===== src/rtl/rv_idu_defines.svh =====
// datapath widths, register count, base opcodes and funct patterns
`ifndef RV_IDU_DEFINES_SVH
`define RV_IDU_DEFINES_SVH

`define RV_XLEN        64
`define RV_INST_W      32
`define RV_REG_ADDR_W  5
`define RV_NUM_REGS    32

// major opcodes, inst[6:0]
`define RV_OP_LUI      7'b0110111
`define RV_OP_AUIPC    7'b0010111
`define RV_OP_JAL      7'b1101111
`define RV_OP_JALR     7'b1100111
`define RV_OP_BRANCH   7'b1100011
`define RV_OP_LOAD     7'b0000011
`define RV_OP_STORE    7'b0100011
`define RV_OP_IMM      7'b0010011
`define RV_OP_IMM32    7'b0011011
`define RV_OP_REG      7'b0110011
`define RV_OP_REG32    7'b0111011

// funct7 / funct6 patterns
`define RV_F7_BASE     7'b0000000
`define RV_F7_ALT      7'b0100000
`define RV_F6_SRA      6'b010000  // rv64 srai, shamt is 6 bits

// funct3 of the integer alu group
`define RV_F3_ADD_SUB  3'b000
`define RV_F3_SLL      3'b001
`define RV_F3_SLT      3'b010
`define RV_F3_SLTU     3'b011
`define RV_F3_XOR      3'b100
`define RV_F3_SR       3'b101  // srl and sra
`define RV_F3_OR       3'b110
`define RV_F3_AND      3'b111

`endif


===== src/rtl/rv_idu_pkg.sv =====
// decode-stage enums for alu op, memory op, branch function, immediate format, operand b
`default_nettype none

package rv_idu_pkg;

  typedef enum logic [4:0] {
    ALU_ADD      = 5'd0,
    ALU_SUB      = 5'd1,
    ALU_SLT      = 5'd2,
    ALU_SLTU     = 5'd3,
    ALU_XOR      = 5'd4,
    ALU_AND      = 5'd5,
    ALU_OR       = 5'd6,
    ALU_SLL      = 5'd7,
    ALU_SRL      = 5'd8,
    ALU_SRA      = 5'd9,
    ALU_COPY_IMM = 5'd15,  // lui passes the immediate through
    ALU_INVALID  = 5'd31
  } alu_op_e;

  typedef enum logic [2:0] {
    MEM_SB   = 3'd0,  // signed byte, also used for sb
    MEM_UB   = 3'd1,
    MEM_SH   = 3'd2,
    MEM_UH   = 3'd3,
    MEM_SW   = 3'd4,
    MEM_UW   = 3'd5,
    MEM_SD   = 3'd6,
    MEM_NONE = 3'd7
  } mem_op_e;

  typedef enum logic [2:0] {
    BR_JAL  = 3'd0,
    BR_JALR = 3'd1,
    BR_BEQ  = 3'd2,
    BR_BNE  = 3'd3,
    BR_BLT  = 3'd4,
    BR_BGE  = 3'd5,
    BR_BLTU = 3'd6,
    BR_BGEU = 3'd7
  } br_func_e;

  typedef enum logic [2:0] {
    IMM_I    = 3'd0,
    IMM_U    = 3'd1,
    IMM_S    = 3'd2,
    IMM_B    = 3'd3,
    IMM_J    = 3'd4,
    IMM_NONE = 3'd7  // r-type, no immediate
  } imm_sel_e;

  typedef enum logic [1:0] {
    B_RS2  = 2'd0,
    B_IMM  = 2'd1,
    B_FOUR = 2'd2  // return address pc + 4
  } alu_b_src_e;

endpackage

`default_nettype wire


===== src/rtl/decoded_inst_if.sv =====
// interface for the latched instruction fields shared by decoder, imm gen and register file
`default_nettype none
`include "rv_idu_defines.svh"

interface decoded_inst_if;
  import rv_idu_pkg::*;

  logic [`RV_INST_W-1:0]     inst;  // held instruction word
  logic [`RV_REG_ADDR_W-1:0] rs1;
  logic [`RV_REG_ADDR_W-1:0] rs2;
  logic [`RV_REG_ADDR_W-1:0] rd;
  imm_sel_e                  imm_sel;

  modport producer (output inst, rs1, rs2, rd, imm_sel);
  modport consumer (input inst, rs1, rs2, rd, imm_sel);

endinterface

`default_nettype wire


===== src/rtl/gpr_file.sv =====
// 32 x 64 general-purpose register file, two async reads and one sync write port
`default_nettype none
`include "rv_idu_defines.svh"

module gpr_file (
  input  logic                      i_clk,
  input  logic                      i_reset,
  decoded_inst_if.consumer          dec,
  input  logic                      i_wen,
  input  logic [`RV_REG_ADDR_W-1:0] i_waddr,
  input  logic [`RV_XLEN-1:0]       i_wdata,
  output logic [`RV_XLEN-1:0]       o_rs1_data,
  output logic [`RV_XLEN-1:0]       o_rs2_data
);

  logic [`RV_XLEN-1:0] regs [`RV_NUM_REGS];

  always_ff @(posedge i_clk) begin
    if (i_reset) begin
      for (int i = 0; i < `RV_NUM_REGS; i++) begin
        regs[i] <= '0;
      end
    end else if (i_wen && (i_waddr != '0)) begin  // x0 is hardwired
      regs[i_waddr] <= i_wdata;
    end
  end

  // no same-cycle bypass
  assign o_rs1_data = regs[dec.rs1];
  assign o_rs2_data = regs[dec.rs2];

  // x0 holds zero from reset on, since the write port skips it
  assert property (@(posedge i_clk) disable iff (i_reset)
    (dec.rs1 == '0) |-> (o_rs1_data == '0));

  assert property (@(posedge i_clk) disable iff (i_reset)
    (dec.rs2 == '0) |-> (o_rs2_data == '0));

endmodule

`default_nettype wire


===== src/rtl/imm_gen.sv =====
// sign-extended immediate for the i, u, s, b and j formats
`default_nettype none
`include "rv_idu_defines.svh"

module imm_gen (
  decoded_inst_if.consumer     dec,
  output logic [`RV_XLEN-1:0]  o_imm
);
  import rv_idu_pkg::*;

  logic [`RV_INST_W-1:0] inst;
  logic                  sign;

  assign inst = dec.inst;
  assign sign = inst[31];

  always_comb begin
    case (dec.imm_sel)
      IMM_I: begin
        o_imm = {{52{sign}}, inst[31:20]};
      end
      IMM_U: begin
        o_imm = {{32{sign}}, inst[31:12], 12'b0};  // rv64 sign-extends bit 31
      end
      IMM_S: begin
        o_imm = {{52{sign}}, inst[31:25], inst[11:7]};
      end
      IMM_B: begin
        o_imm = {{52{sign}}, inst[7], inst[30:25], inst[11:8], 1'b0};
      end
      IMM_J: begin
        o_imm = {{44{sign}}, inst[19:12], inst[20], inst[30:21], 1'b0};
      end
      default: begin
        o_imm = '0;
      end
    endcase
  end

endmodule

`default_nettype wire


===== src/rtl/inst_decoder.sv =====
// instruction latch and rv64i classification into alu, memory, branch and immediate controls
`default_nettype none
`include "rv_idu_defines.svh"

module inst_decoder (
  input  logic                   i_clk,
  input  logic                   i_reset,
  input  logic                   i_ifu_ready,
  input  logic [`RV_INST_W-1:0]  i_inst,
  decoded_inst_if.producer       dec,
  output logic                   o_alu_a_src,
  output rv_idu_pkg::alu_b_src_e o_alu_b_src,
  output rv_idu_pkg::alu_op_e    o_alu_op,
  output logic                   o_word_cut,
  output logic                   o_reg_wr,
  output logic                   o_mem_re,
  output logic                   o_mem_wr,
  output rv_idu_pkg::mem_op_e    o_mem_op,
  output logic                   o_bren,
  output rv_idu_pkg::br_func_e   o_brfunc,
  output logic                   o_invalid_inst
);
  import rv_idu_pkg::*;

  logic [`RV_INST_W-1:0] idu_inst;

  always_ff @(posedge i_clk) begin
    if (i_reset) begin
      idu_inst <= '0;
    end else if (i_ifu_ready) begin
      idu_inst <= i_inst;
    end
  end

  assign dec.inst = idu_inst;
  assign dec.rs1  = idu_inst[19:15];
  assign dec.rs2  = idu_inst[24:20];
  assign dec.rd   = idu_inst[11:7];

  wire [6:0] opcode = idu_inst[6:0];
  wire [2:0] funct3 = idu_inst[14:12];
  wire [6:0] funct7 = idu_inst[31:25];
  wire       f7_base = (funct7 == `RV_F7_BASE);
  wire       f7_alt  = (funct7 == `RV_F7_ALT);
  wire       f6_base = ({funct7[6:1], 1'b0} == `RV_F7_BASE);  // bit 25 is shamt[5]

  wire op_branch = (opcode == `RV_OP_BRANCH);
  wire op_load   = (opcode == `RV_OP_LOAD);
  wire op_store  = (opcode == `RV_OP_STORE);
  wire op_imm    = (opcode == `RV_OP_IMM);
  wire op_imm32  = (opcode == `RV_OP_IMM32);
  wire op_reg    = (opcode == `RV_OP_REG);
  wire op_reg32  = (opcode == `RV_OP_REG32);

  wire inst_lui   = (opcode == `RV_OP_LUI);
  wire inst_auipc = (opcode == `RV_OP_AUIPC);
  wire inst_jal   = (opcode == `RV_OP_JAL);
  wire inst_jalr  = (opcode == `RV_OP_JALR) & (funct3 == 3'b000);

  wire inst_beq  = op_branch & (funct3 == 3'b000);
  wire inst_bne  = op_branch & (funct3 == 3'b001);
  wire inst_blt  = op_branch & (funct3 == 3'b100);
  wire inst_bge  = op_branch & (funct3 == 3'b101);
  wire inst_bltu = op_branch & (funct3 == 3'b110);
  wire inst_bgeu = op_branch & (funct3 == 3'b111);

  wire inst_load  = op_load & (funct3 != 3'b111);  // lb lh lw ld lbu lhu lwu
  wire inst_store = op_store & ~funct3[2];         // sb sh sw sd

  // shared alu selects, immediate form and register form
  wire sel_add  = (funct3 == `RV_F3_ADD_SUB);
  wire sel_sll  = (funct3 == `RV_F3_SLL);
  wire sel_slt  = (funct3 == `RV_F3_SLT);
  wire sel_sltu = (funct3 == `RV_F3_SLTU);
  wire sel_xor  = (funct3 == `RV_F3_XOR);
  wire sel_sr   = (funct3 == `RV_F3_SR);
  wire sel_or   = (funct3 == `RV_F3_OR);
  wire sel_and  = (funct3 == `RV_F3_AND);

  wire imm_shl = op_imm & sel_sll & f6_base;
  wire imm_srl = op_imm & sel_sr & f6_base;
  wire imm_sra = op_imm & sel_sr & (funct7[6:1] == `RV_F6_SRA);
  wire imm_alu = op_imm & (sel_add | sel_slt | sel_sltu | sel_xor | sel_or | sel_and);

  wire reg_alu = op_reg & f7_base;
  wire reg_sub = op_reg & f7_alt & sel_add;
  wire reg_sra = op_reg & f7_alt & sel_sr;

  wire w_addi = op_imm32 & sel_add;
  wire w_shi  = op_imm32 & ((sel_sll & f7_base) | (sel_sr & (f7_base | f7_alt)));
  wire w_reg  = op_reg32 & ((sel_add & (f7_base | f7_alt)) | (sel_sll & f7_base)
                | (sel_sr & (f7_base | f7_alt)));

  wire type_r = reg_alu | reg_sub | reg_sra | w_reg;
  wire type_i = inst_jalr | inst_load | imm_alu | imm_shl | imm_srl | imm_sra | w_addi | w_shi;
  wire type_u = inst_lui | inst_auipc;
  wire type_s = inst_store;
  wire type_b = inst_beq | inst_bne | inst_blt | inst_bge | inst_bltu | inst_bgeu;
  wire type_j = inst_jal;
  wire any_op = type_r | type_i | type_u | type_s | type_b | type_j;

  // register and immediate forms share funct3, w forms share the base op
  wire alu_grp = type_r | imm_alu | imm_shl | imm_srl | imm_sra | w_addi | w_shi;

  assign o_alu_a_src    = inst_jal | inst_jalr | inst_auipc;  // pc as operand a
  assign o_word_cut     = w_addi | w_shi | w_reg;
  assign o_reg_wr       = type_r | type_i | type_u | type_j;
  assign o_mem_re       = inst_load;
  assign o_mem_wr       = inst_store;
  assign o_bren         = type_b | inst_jal | inst_jalr;
  assign o_invalid_inst = ~any_op & (idu_inst != '0);

  always_comb begin
    if (inst_jal || inst_jalr) o_alu_b_src = B_FOUR;
    else if (type_i || type_u || type_s) o_alu_b_src = B_IMM;
    else o_alu_b_src = B_RS2;
  end

  always_comb begin
    o_alu_op = ALU_INVALID;  // branches compare outside the alu
    if (inst_lui) o_alu_op = ALU_COPY_IMM;
    else if (inst_auipc || inst_jal || inst_jalr || inst_load || inst_store) o_alu_op = ALU_ADD;
    else if (alu_grp) begin
      case (funct3)
        `RV_F3_ADD_SUB: o_alu_op = ((op_reg | op_reg32) & f7_alt) ? ALU_SUB : ALU_ADD;
        `RV_F3_SLL:     o_alu_op = ALU_SLL;
        `RV_F3_SLT:     o_alu_op = ALU_SLT;
        `RV_F3_SLTU:    o_alu_op = ALU_SLTU;
        `RV_F3_XOR:     o_alu_op = ALU_XOR;
        `RV_F3_SR:      o_alu_op = funct7[5] ? ALU_SRA : ALU_SRL;
        `RV_F3_OR:      o_alu_op = ALU_OR;
        default:        o_alu_op = ALU_AND;
      endcase
    end
  end

  always_comb begin
    o_mem_op = MEM_NONE;
    if (inst_load || inst_store) begin
      case (funct3)
        3'b000:  o_mem_op = MEM_SB;
        3'b001:  o_mem_op = MEM_SH;
        3'b010:  o_mem_op = MEM_SW;
        3'b011:  o_mem_op = MEM_SD;
        3'b100:  o_mem_op = MEM_UB;
        3'b101:  o_mem_op = MEM_UH;
        default: o_mem_op = MEM_UW;
      endcase
    end
  end

  always_comb begin
    if (inst_jalr) o_brfunc = BR_JALR;
    else if (type_b) o_brfunc = br_func_e'(funct3[2] ? funct3 : {2'b01, funct3[0]});  // beq..bgeu
    else o_brfunc = BR_JAL;
  end

  always_comb begin
    if (type_i) dec.imm_sel = IMM_I;
    else if (type_u) dec.imm_sel = IMM_U;
    else if (type_s) dec.imm_sel = IMM_S;
    else if (type_b) dec.imm_sel = IMM_B;
    else if (type_j) dec.imm_sel = IMM_J;
    else dec.imm_sel = IMM_NONE;
  end

  // load and store never decode together, whatever word is held
  assert property (@(posedge i_clk) disable iff (i_reset) !(o_mem_re && o_mem_wr));

  // bad encodings must not reach the register file or memory
  assert property (@(posedge i_clk) disable iff (i_reset)
    o_invalid_inst |-> (!o_reg_wr && !o_mem_wr));

endmodule

`default_nettype wire


===== src/rtl/rv_idu.sv =====
// decode stage top, decoder, immediate generator and register file on plain ports
`default_nettype none
`include "rv_idu_defines.svh"

module rv_idu (
  input  logic                      i_clk,
  input  logic                      i_reset,
  input  logic                      i_ifu_ready,
  input  logic [`RV_INST_W-1:0]     i_inst,
  input  logic                      i_wb_wen,
  input  logic [`RV_REG_ADDR_W-1:0] i_wb_waddr,
  input  logic [`RV_XLEN-1:0]       i_wb_wdata,
  output logic [`RV_REG_ADDR_W-1:0] o_rd,
  output logic [`RV_XLEN-1:0]       o_rs1_data,
  output logic [`RV_XLEN-1:0]       o_rs2_data,
  output logic [`RV_XLEN-1:0]       o_imm,
  output logic                      o_alu_a_src,
  output rv_idu_pkg::alu_b_src_e    o_alu_b_src,
  output rv_idu_pkg::alu_op_e       o_alu_op,
  output logic                      o_word_cut,
  output logic                      o_reg_wr,
  output logic                      o_mem_re,
  output logic                      o_mem_wr,
  output rv_idu_pkg::mem_op_e       o_mem_op,
  output logic                      o_bren,
  output rv_idu_pkg::br_func_e      o_brfunc,
  output logic                      o_invalid_inst
);

  decoded_inst_if dec_if ();

  assign o_rd = dec_if.rd;

  inst_decoder u_decoder (
    .i_clk          (i_clk),
    .i_reset        (i_reset),
    .i_ifu_ready    (i_ifu_ready),
    .i_inst         (i_inst),
    .dec            (dec_if.producer),
    .o_alu_a_src    (o_alu_a_src),
    .o_alu_b_src    (o_alu_b_src),
    .o_alu_op       (o_alu_op),
    .o_word_cut     (o_word_cut),
    .o_reg_wr       (o_reg_wr),
    .o_mem_re       (o_mem_re),
    .o_mem_wr       (o_mem_wr),
    .o_mem_op       (o_mem_op),
    .o_bren         (o_bren),
    .o_brfunc       (o_brfunc),
    .o_invalid_inst (o_invalid_inst)
  );

  imm_gen u_imm_gen (
    .dec   (dec_if.consumer),
    .o_imm (o_imm)
  );

  gpr_file u_gprs (
    .i_clk      (i_clk),
    .i_reset    (i_reset),
    .dec        (dec_if.consumer),
    .i_wen      (i_wb_wen),
    .i_waddr    (i_wb_waddr),
    .i_wdata    (i_wb_wdata),
    .o_rs1_data (o_rs1_data),
    .o_rs2_data (o_rs2_data)
  );

endmodule

`default_nettype wire


===== config.mk =====
export PLATFORM = sky130hd
export DESIGN_NAME = rv_idu
export DESIGN_NICKNAME = d
export VERILOG_FILES = /design/src/rtl/rv_idu_pkg.sv /design/src/rtl/decoded_inst_if.sv /design/src/rtl/gpr_file.sv /design/src/rtl/imm_gen.sv /design/src/rtl/inst_decoder.sv /design/src/rtl/rv_idu.sv
export VERILOG_INCLUDE_DIRS = /design/src /design/src/rtl
export SDC_FILE = /design/constraint.sdc
export NUM_CORES = 2
export LEC_CHECK = 0
export BUFFER_PORTS_ARGS = -buffer_cell sky130_fd_sc_hd__buf_2
export CORE_ASPECT_RATIO = 0.9
export CORE_MARGIN = 2
export CORE_UTILIZATION = 30
export DETAILED_ROUTE_END_ITERATION = 6
export PLACE_DENSITY = 0.54
export RECOVER_POWER = 100
export SYNTH_ARGS = -nofsm -noshare
export SYNTH_HDL_FRONTEND = slang
export SYNTH_HIERARCHICAL = 1
export SYNTH_SLANG_ARGS = --single-unit

===== constraint.sdc =====
create_clock -name i_clk -period 5.18 [get_ports i_clk]
set_input_delay 1.036 -clock i_clk [delete_from_list [all_inputs] [get_ports i_clk]]
set_output_delay 1.036 -clock i_clk [all_outputs]
set_load 0.01 [all_outputs]

Word level (Yosys, flattened, before mapping). Memories as Yosys holds them, arrays and structs flattened. A register that Yosys moved wholly into a read port is not among the register bits. Cells that the tools add are included.

Flip-flop bits (word level): 32. Bits in writable memories: 2048. Input port bits: 105. Output and inout port bits: 217. Word-level logic and storage cells: 147. Memories: 1.

Memory list: u_gprs.regs (depth 32, width 64, rd ports 2, clocked after memory_dff 2, wr ports 32, RTL line gpr_file.sv:16) `` logic [`RV_XLEN-1:0] regs [`RV_NUM_REGS]; ``.

Equality and inequality tests: 25. Mux-type cells: 31. Bitwise operators: 73. Reductions and logical operators: 16.

Operators by type and width (count): 64-bit one-hot mux with 5 select lines (1); 64-bit two-way mux (1); 64-bit OR reduction (1); 1-bit bitwise OR (44); 5-bit two-way mux (8); 7-bit by 6-bit equality test with 1-bit output, second input constant (5); 5-bit one-hot mux with 7 select lines (1); 32-bit nonzero test (1); 1-bit AND (27); 3-bit two-way mux (8); 7-bit by 5-bit equality test with 1-bit output, second input constant (3); 7-bit equality test, second input constant (3); 3-bit one-hot mux with 6 select lines (1); 3-bit equality test, second input constant (5); 3-bit by 2-bit equality test with 1-bit output, second input constant (4); 1-bit two-way mux (9); 1-bit logical OR (8); 7-bit by 2-bit equality test with 1-bit output, second input constant (1); 7-bit zero test (1); 3-bit by 1-bit equality test with 1-bit output, second input constant (2); 6-bit by 5-bit equality test with 1-bit output, second input constant (1); 3-bit zero test (2); 6-bit zero test (1); 5-bit nonzero test (1); other kinds (4) (6).

Logic depth before layout (Yosys ltp).
Depth in word-level cells: 20. Mapped depth: 10. Mapped depth without buffers: 7.

Hierarchy. Netlist, hierarchy kept.

By module, submodules not included: gpr_file (instances 1, cells each 7001, area each 106701.1 um2, seq. area each 61499.0 um2); inst_decoder (instances 1, cells each 221, area each 1891.8 um2, seq. area each 640.6 um2); imm_gen (instances 1, cells each 106, area each 790.8 um2, seq. area each 0.0 um2).

Worst setup path before layout. Ideal clock, no wire load.

Kind: register to output. Start point: register u_decoder.idu_inst[31], in the netlist u_decoder/dec.inst[31]. End point: output port o_imm[32]. Arrival: 3121 ps. Required time: 4144 ps. Path slack: 1023 ps. Cell stages (with the launch flop): 9. Buffers on the path: 2. Path through: dfxtp_1 -> or4_4 -> or3_4 -> a2111oi_4 -> and4bb_1 -> clkbuf_8 -> o21ai_0 -> and2_1 -> buf_4.

Word-level cells in the longest chain between the ends: 10. Elaborated cells on any way between the ends: 24. Classes of those cells: eq/ne: 6; mux: 2; bitwise: 13; reduce/logical: 3.

Ends and longest elaborated chain: start, declared (RTL line inst_decoder.sv:25) `` logic [`RV_INST_W-1:0] idu_inst; ``; start signal, assigned (RTL line inst_decoder.sv:31) `idu_inst <= i_inst;`; 6-bit zero test (no source line); 1-bit AND (RTL line inst_decoder.sv:80) `wire imm_shl = op_imm & sel_sll & f6_base;`; 1-bit bitwise OR (4 in series) (RTL line inst_decoder.sv:95) `wire type_i = inst_jalr | inst_load | imm_alu | imm_shl | imm_srl | imm_sra | w_addi | w_shi;`; 1-bit bitwise OR (*) (RTL line inst_decoder.sv:95); 3-bit two-way mux (*) (RTL line inst_decoder.sv:159) `if (type_i) dec.imm_sel = IMM_I;`; named net dec_if.imm_sel[1] (RTL line decoded_inst_if.sv:12) `imm_sel_e imm_sel;`; 3-bit equality test, or another cell as far along (RTL line imm_gen.sv:18) `case (dec.imm_sel)`; 64-bit one-hot mux with 5 select lines (*) (RTL line imm_gen.sv:18); end, declared (RTL line rv_idu.sv:16) `` output logic [`RV_XLEN-1:0] o_imm, ``.

Mark *: on every way through the listed nets, which the timed path passes. The rest lies on a longest branch.

==> flow_summary.toml <==
[outcome]
outcome = "finished with violations"
failed_checks = "antenna rules, capacitance limit, slew limit, setup timing"

[placement]
dp_slack_ns = 0.246
hpwl_mm = 281
postPlaceCellArea_mm2 = 0.118
io_buffers = 321
routabilityCongestion = 0.878

[pwr]
p_leak_nw = 40.3
ir_worst_vdd_mv = 0.284
power_density_mw_per_mm2 = 336

[setup_path]
rrSetupSlack_ns = 3.42
rr_startpoint = "u_decoder/dec.inst[22]"
path_max_fanout = 41
critPathKind = "input port to flop"
crit_required_ns = 5.68
cp_data_arrival_time_ns = 5.96
rr_worst_depth = 3
rr_endpoint = "u_decoder/dec.inst[22]"
startpoint_type = "input port"
worstSetupEndpointType = "flop"

[route]
detail-route-antenna-nets = 2
wirelength_mm = 489
wl_per_cell_um = 38.6
firstDrtPassIters = 6
vias_per_cell = 6.00
first_iter_violations = 13966
drc_errors = 0
num_vias = 76094

[finish]
final_nets = 7633
num-fill-cells = 34597
utilization = 0.344
drive_above_1_share = 0.260
fin_area_mm2 = 0.125
syn_to_final_growth_pct = 14.2

[clocking]
cts_buffers = 233
clk_path_buf_depth = 4
clock_latency_ns = 0.92
cts-root-buf = "clkbuf_16"
cts_tree = "yes"
path_clk_slew_ns = 0.06
clock_sinks = 2080
h-tree-depth = 4

[synthesis]
synthMuxAreaShare = 0.212
async_flop_share = 0
synth_edf_count = 2048
synth_seq_cells = 2080
synth_xor_xnor_area_share = 0.000240
synth.cell_area_mm2 = 0.109
yosysWarnings = 6
netlist-cell-type-count = 76
syn_inst = 7328
ys_seq_area_frac = 0.568
synth.avg_cell_area_um2 = 14.9
synth_ff_type = "edfxtp_1"
synth_top_family_by_area = "multiplexers"
synthSimpleGateAreaFrac = 0.140
synthAdderAreaFrac = 0
synth_compound_area_frac = 0.0416

[sta]
post-route-period-util = 1.05
max-slew-margin-rel = -0.628
hold_viol_final = 0
fin_crit_ns = 5.46
final_max_slew_viol_count = 2165
rsz0062_at_grt = "false"
setup_viol = 584
worst_pin_slew_ns = 2.44
setup_ws_ns = -0.278
fmax_mhz = 183
hold_slack_ns = 0.349
finClkSkew_ns = 0

[global_routing]
overflow = 0
antenna_found_initial = 92
grt_start_max_net_pins = 89
grt_pass1_vias = 73394
grt_pass1_wl_mm = 654
grt_use_total = 0.259

[min_path]
hold_start = "i_inst[27]"
hold_class = "input port to flop"
whs_endpoint = "u_decoder/dec.inst[27]"
whs_path_depth = 3

[die]
io_pins = 322
die_area_mm2 = 0.369
fp-row-count = 210
dieHeight_um = 577
die_w_um = 640
initial_core_util = 0.301
core_area_mm2 = 0.363

[flow_run]
cap_viol_max_count = 47
## cells in the mapped netlist, types with 10 or more instances
master        n  area [um2]
buf_2       158         791
clkbuf_1    462        1730
o22ai_1     326        2040
a21oi_1      45         225
buf_1        17        63.8
a2111oi_0    13         114
edfxtp_1   2048       61500
inv_1        10        37.5
mux2i_1     320        3200
buf_6        22         248
a211oi_1     37         278
nor4_1      103         644
or4bb_1      11         124
o21ai_0      12        60.1
buf_4       130         976
dfxtp_1      32         641
nand2b_1     18         113
a22oi_1     196        1470
mux4_2      869       19600
nand2_1      30         113
and2_1     1998       12500
nor2b_1      56         350
nand3_1      64         320
nor2_1      106         398
or2_2        39         244
clkbuf_2     47         235
mux2_2       32         360
nand4_1      27         169
nor3_1       10        50.1
## flip-flops by register name, indices dropped and copies added, names as in the netlist
register	cells
u_decoder/dec.inst	32
u_gprs/regs	2048
## worst max-delay path by stage
stage,endpoint,slack [ns],depth (start not counted),from
CTS,o_rs1_data[62],0.003,7,u_decoder/dec.inst[16]
finish,u_gprs/regs[8][54],-0.28,6,i_reset
global placement,o_rs2_data[33],-0.23,7,u_decoder/dec.inst[20]
detailed placement,o_rs2_data[26],0.25,8,u_decoder/dec.inst[20]
floorplan,o_imm[32],1.02,8,u_decoder/dec.inst[31]
global route,o_imm[5],0.004,7,u_decoder/dec.inst[12]
## power breakdown
part | total [mW] | leakage (nW) | internal, mW | switching [mW]
clock | 16.3 | 3.47 | 9.13 | 7.20
combinational | 5.59 | 17.0 | 2.10 | 3.49
sequential | 20.0 | 19.8 | 19.4 | 0.572
## cell type report
type                       instances  area [um2]  share of cell area
sequential                      2080       62200               0.498
multi-input combinational       4457       43900               0.351
clock buffer                     296        6110              0.0489
tap                             4876        6100              0.0488
timing repair buffer             745        5330              0.0426
clock inverter                   118        1060             0.00845
antenna                           91         228             0.00182
inverter                          11        41.3            0.000331
## worst max-delay path, stage by stage
cell      delay (ns)
clkbuf_1        0.85
nand2b_1        0.47
or3_1           0.57
nor2_1          1.61
or2_2           0.32
clkbuf_4        0.94
## metal layers
layer	GRT usage	wire (um)
met4	0.129	27900
met5	0	519
met1	0.342	180000
met2	0.384	213000
met3	0.0790	67400
## timing repair
action,in CTS,in global routing
hold buffers,0,0
resized for setup,26,8
setup endpoints to repair,73,50
buffers inserted,8,3
## placed cells by master, fill, tap and decap left out, types with 11 or more instances in the layout
master / n
or4bb_1: 11
or2_2: 25
diode_2: 91
a21oi_1: 45
conb_1: 64
nand4_1: 27
buf_12: 64
nor4_1: 79
mux2_2: 32
a22oi_1: 196
buf_6: 11
nor2_1: 70
buf_4: 207
and2_1: 1378
buf_2: 233
clkbuf_1: 152
edfxtp_1: 2048
and2_0: 619
bufinv_16: 17
a211oi_1: 37
o22ai_1: 326
clkinv_1: 50
dfxtp_1: 23
mux2i_1: 320
clkbuf_16: 235
mux4_2: 869
nor2b_1: 47
a2111oi_0: 12
nor2_4: 31
nor4_2: 24
nand3_1: 61
nand2_1: 21
clkinv_2: 28
clkbuf_4: 52
nand2b_1: 13
clkbuf_2: 85
o21ai_0: 12
## stage by stage
step	TNS, ns	power [mW]	std cells
finish	-49.73	41.9	12674
global route	0	42.9	12598
CTS	0	42.1	12580
detailed placement	0	25.9	12158
global placement	-0.314	25.8	12156
floorplan	0	23.1	7391
## cell families after synthesis
group | after synthesis
AO/OA/AOI/OAI | 669
XOR/XNOR | 3
buffers and inverters | 854
flip-flops | 2080
multiplexers | 1221
other | 1
AND/OR/NAND/NOR | 2500
No activity file was read; power rests on OpenSTA's default activity.
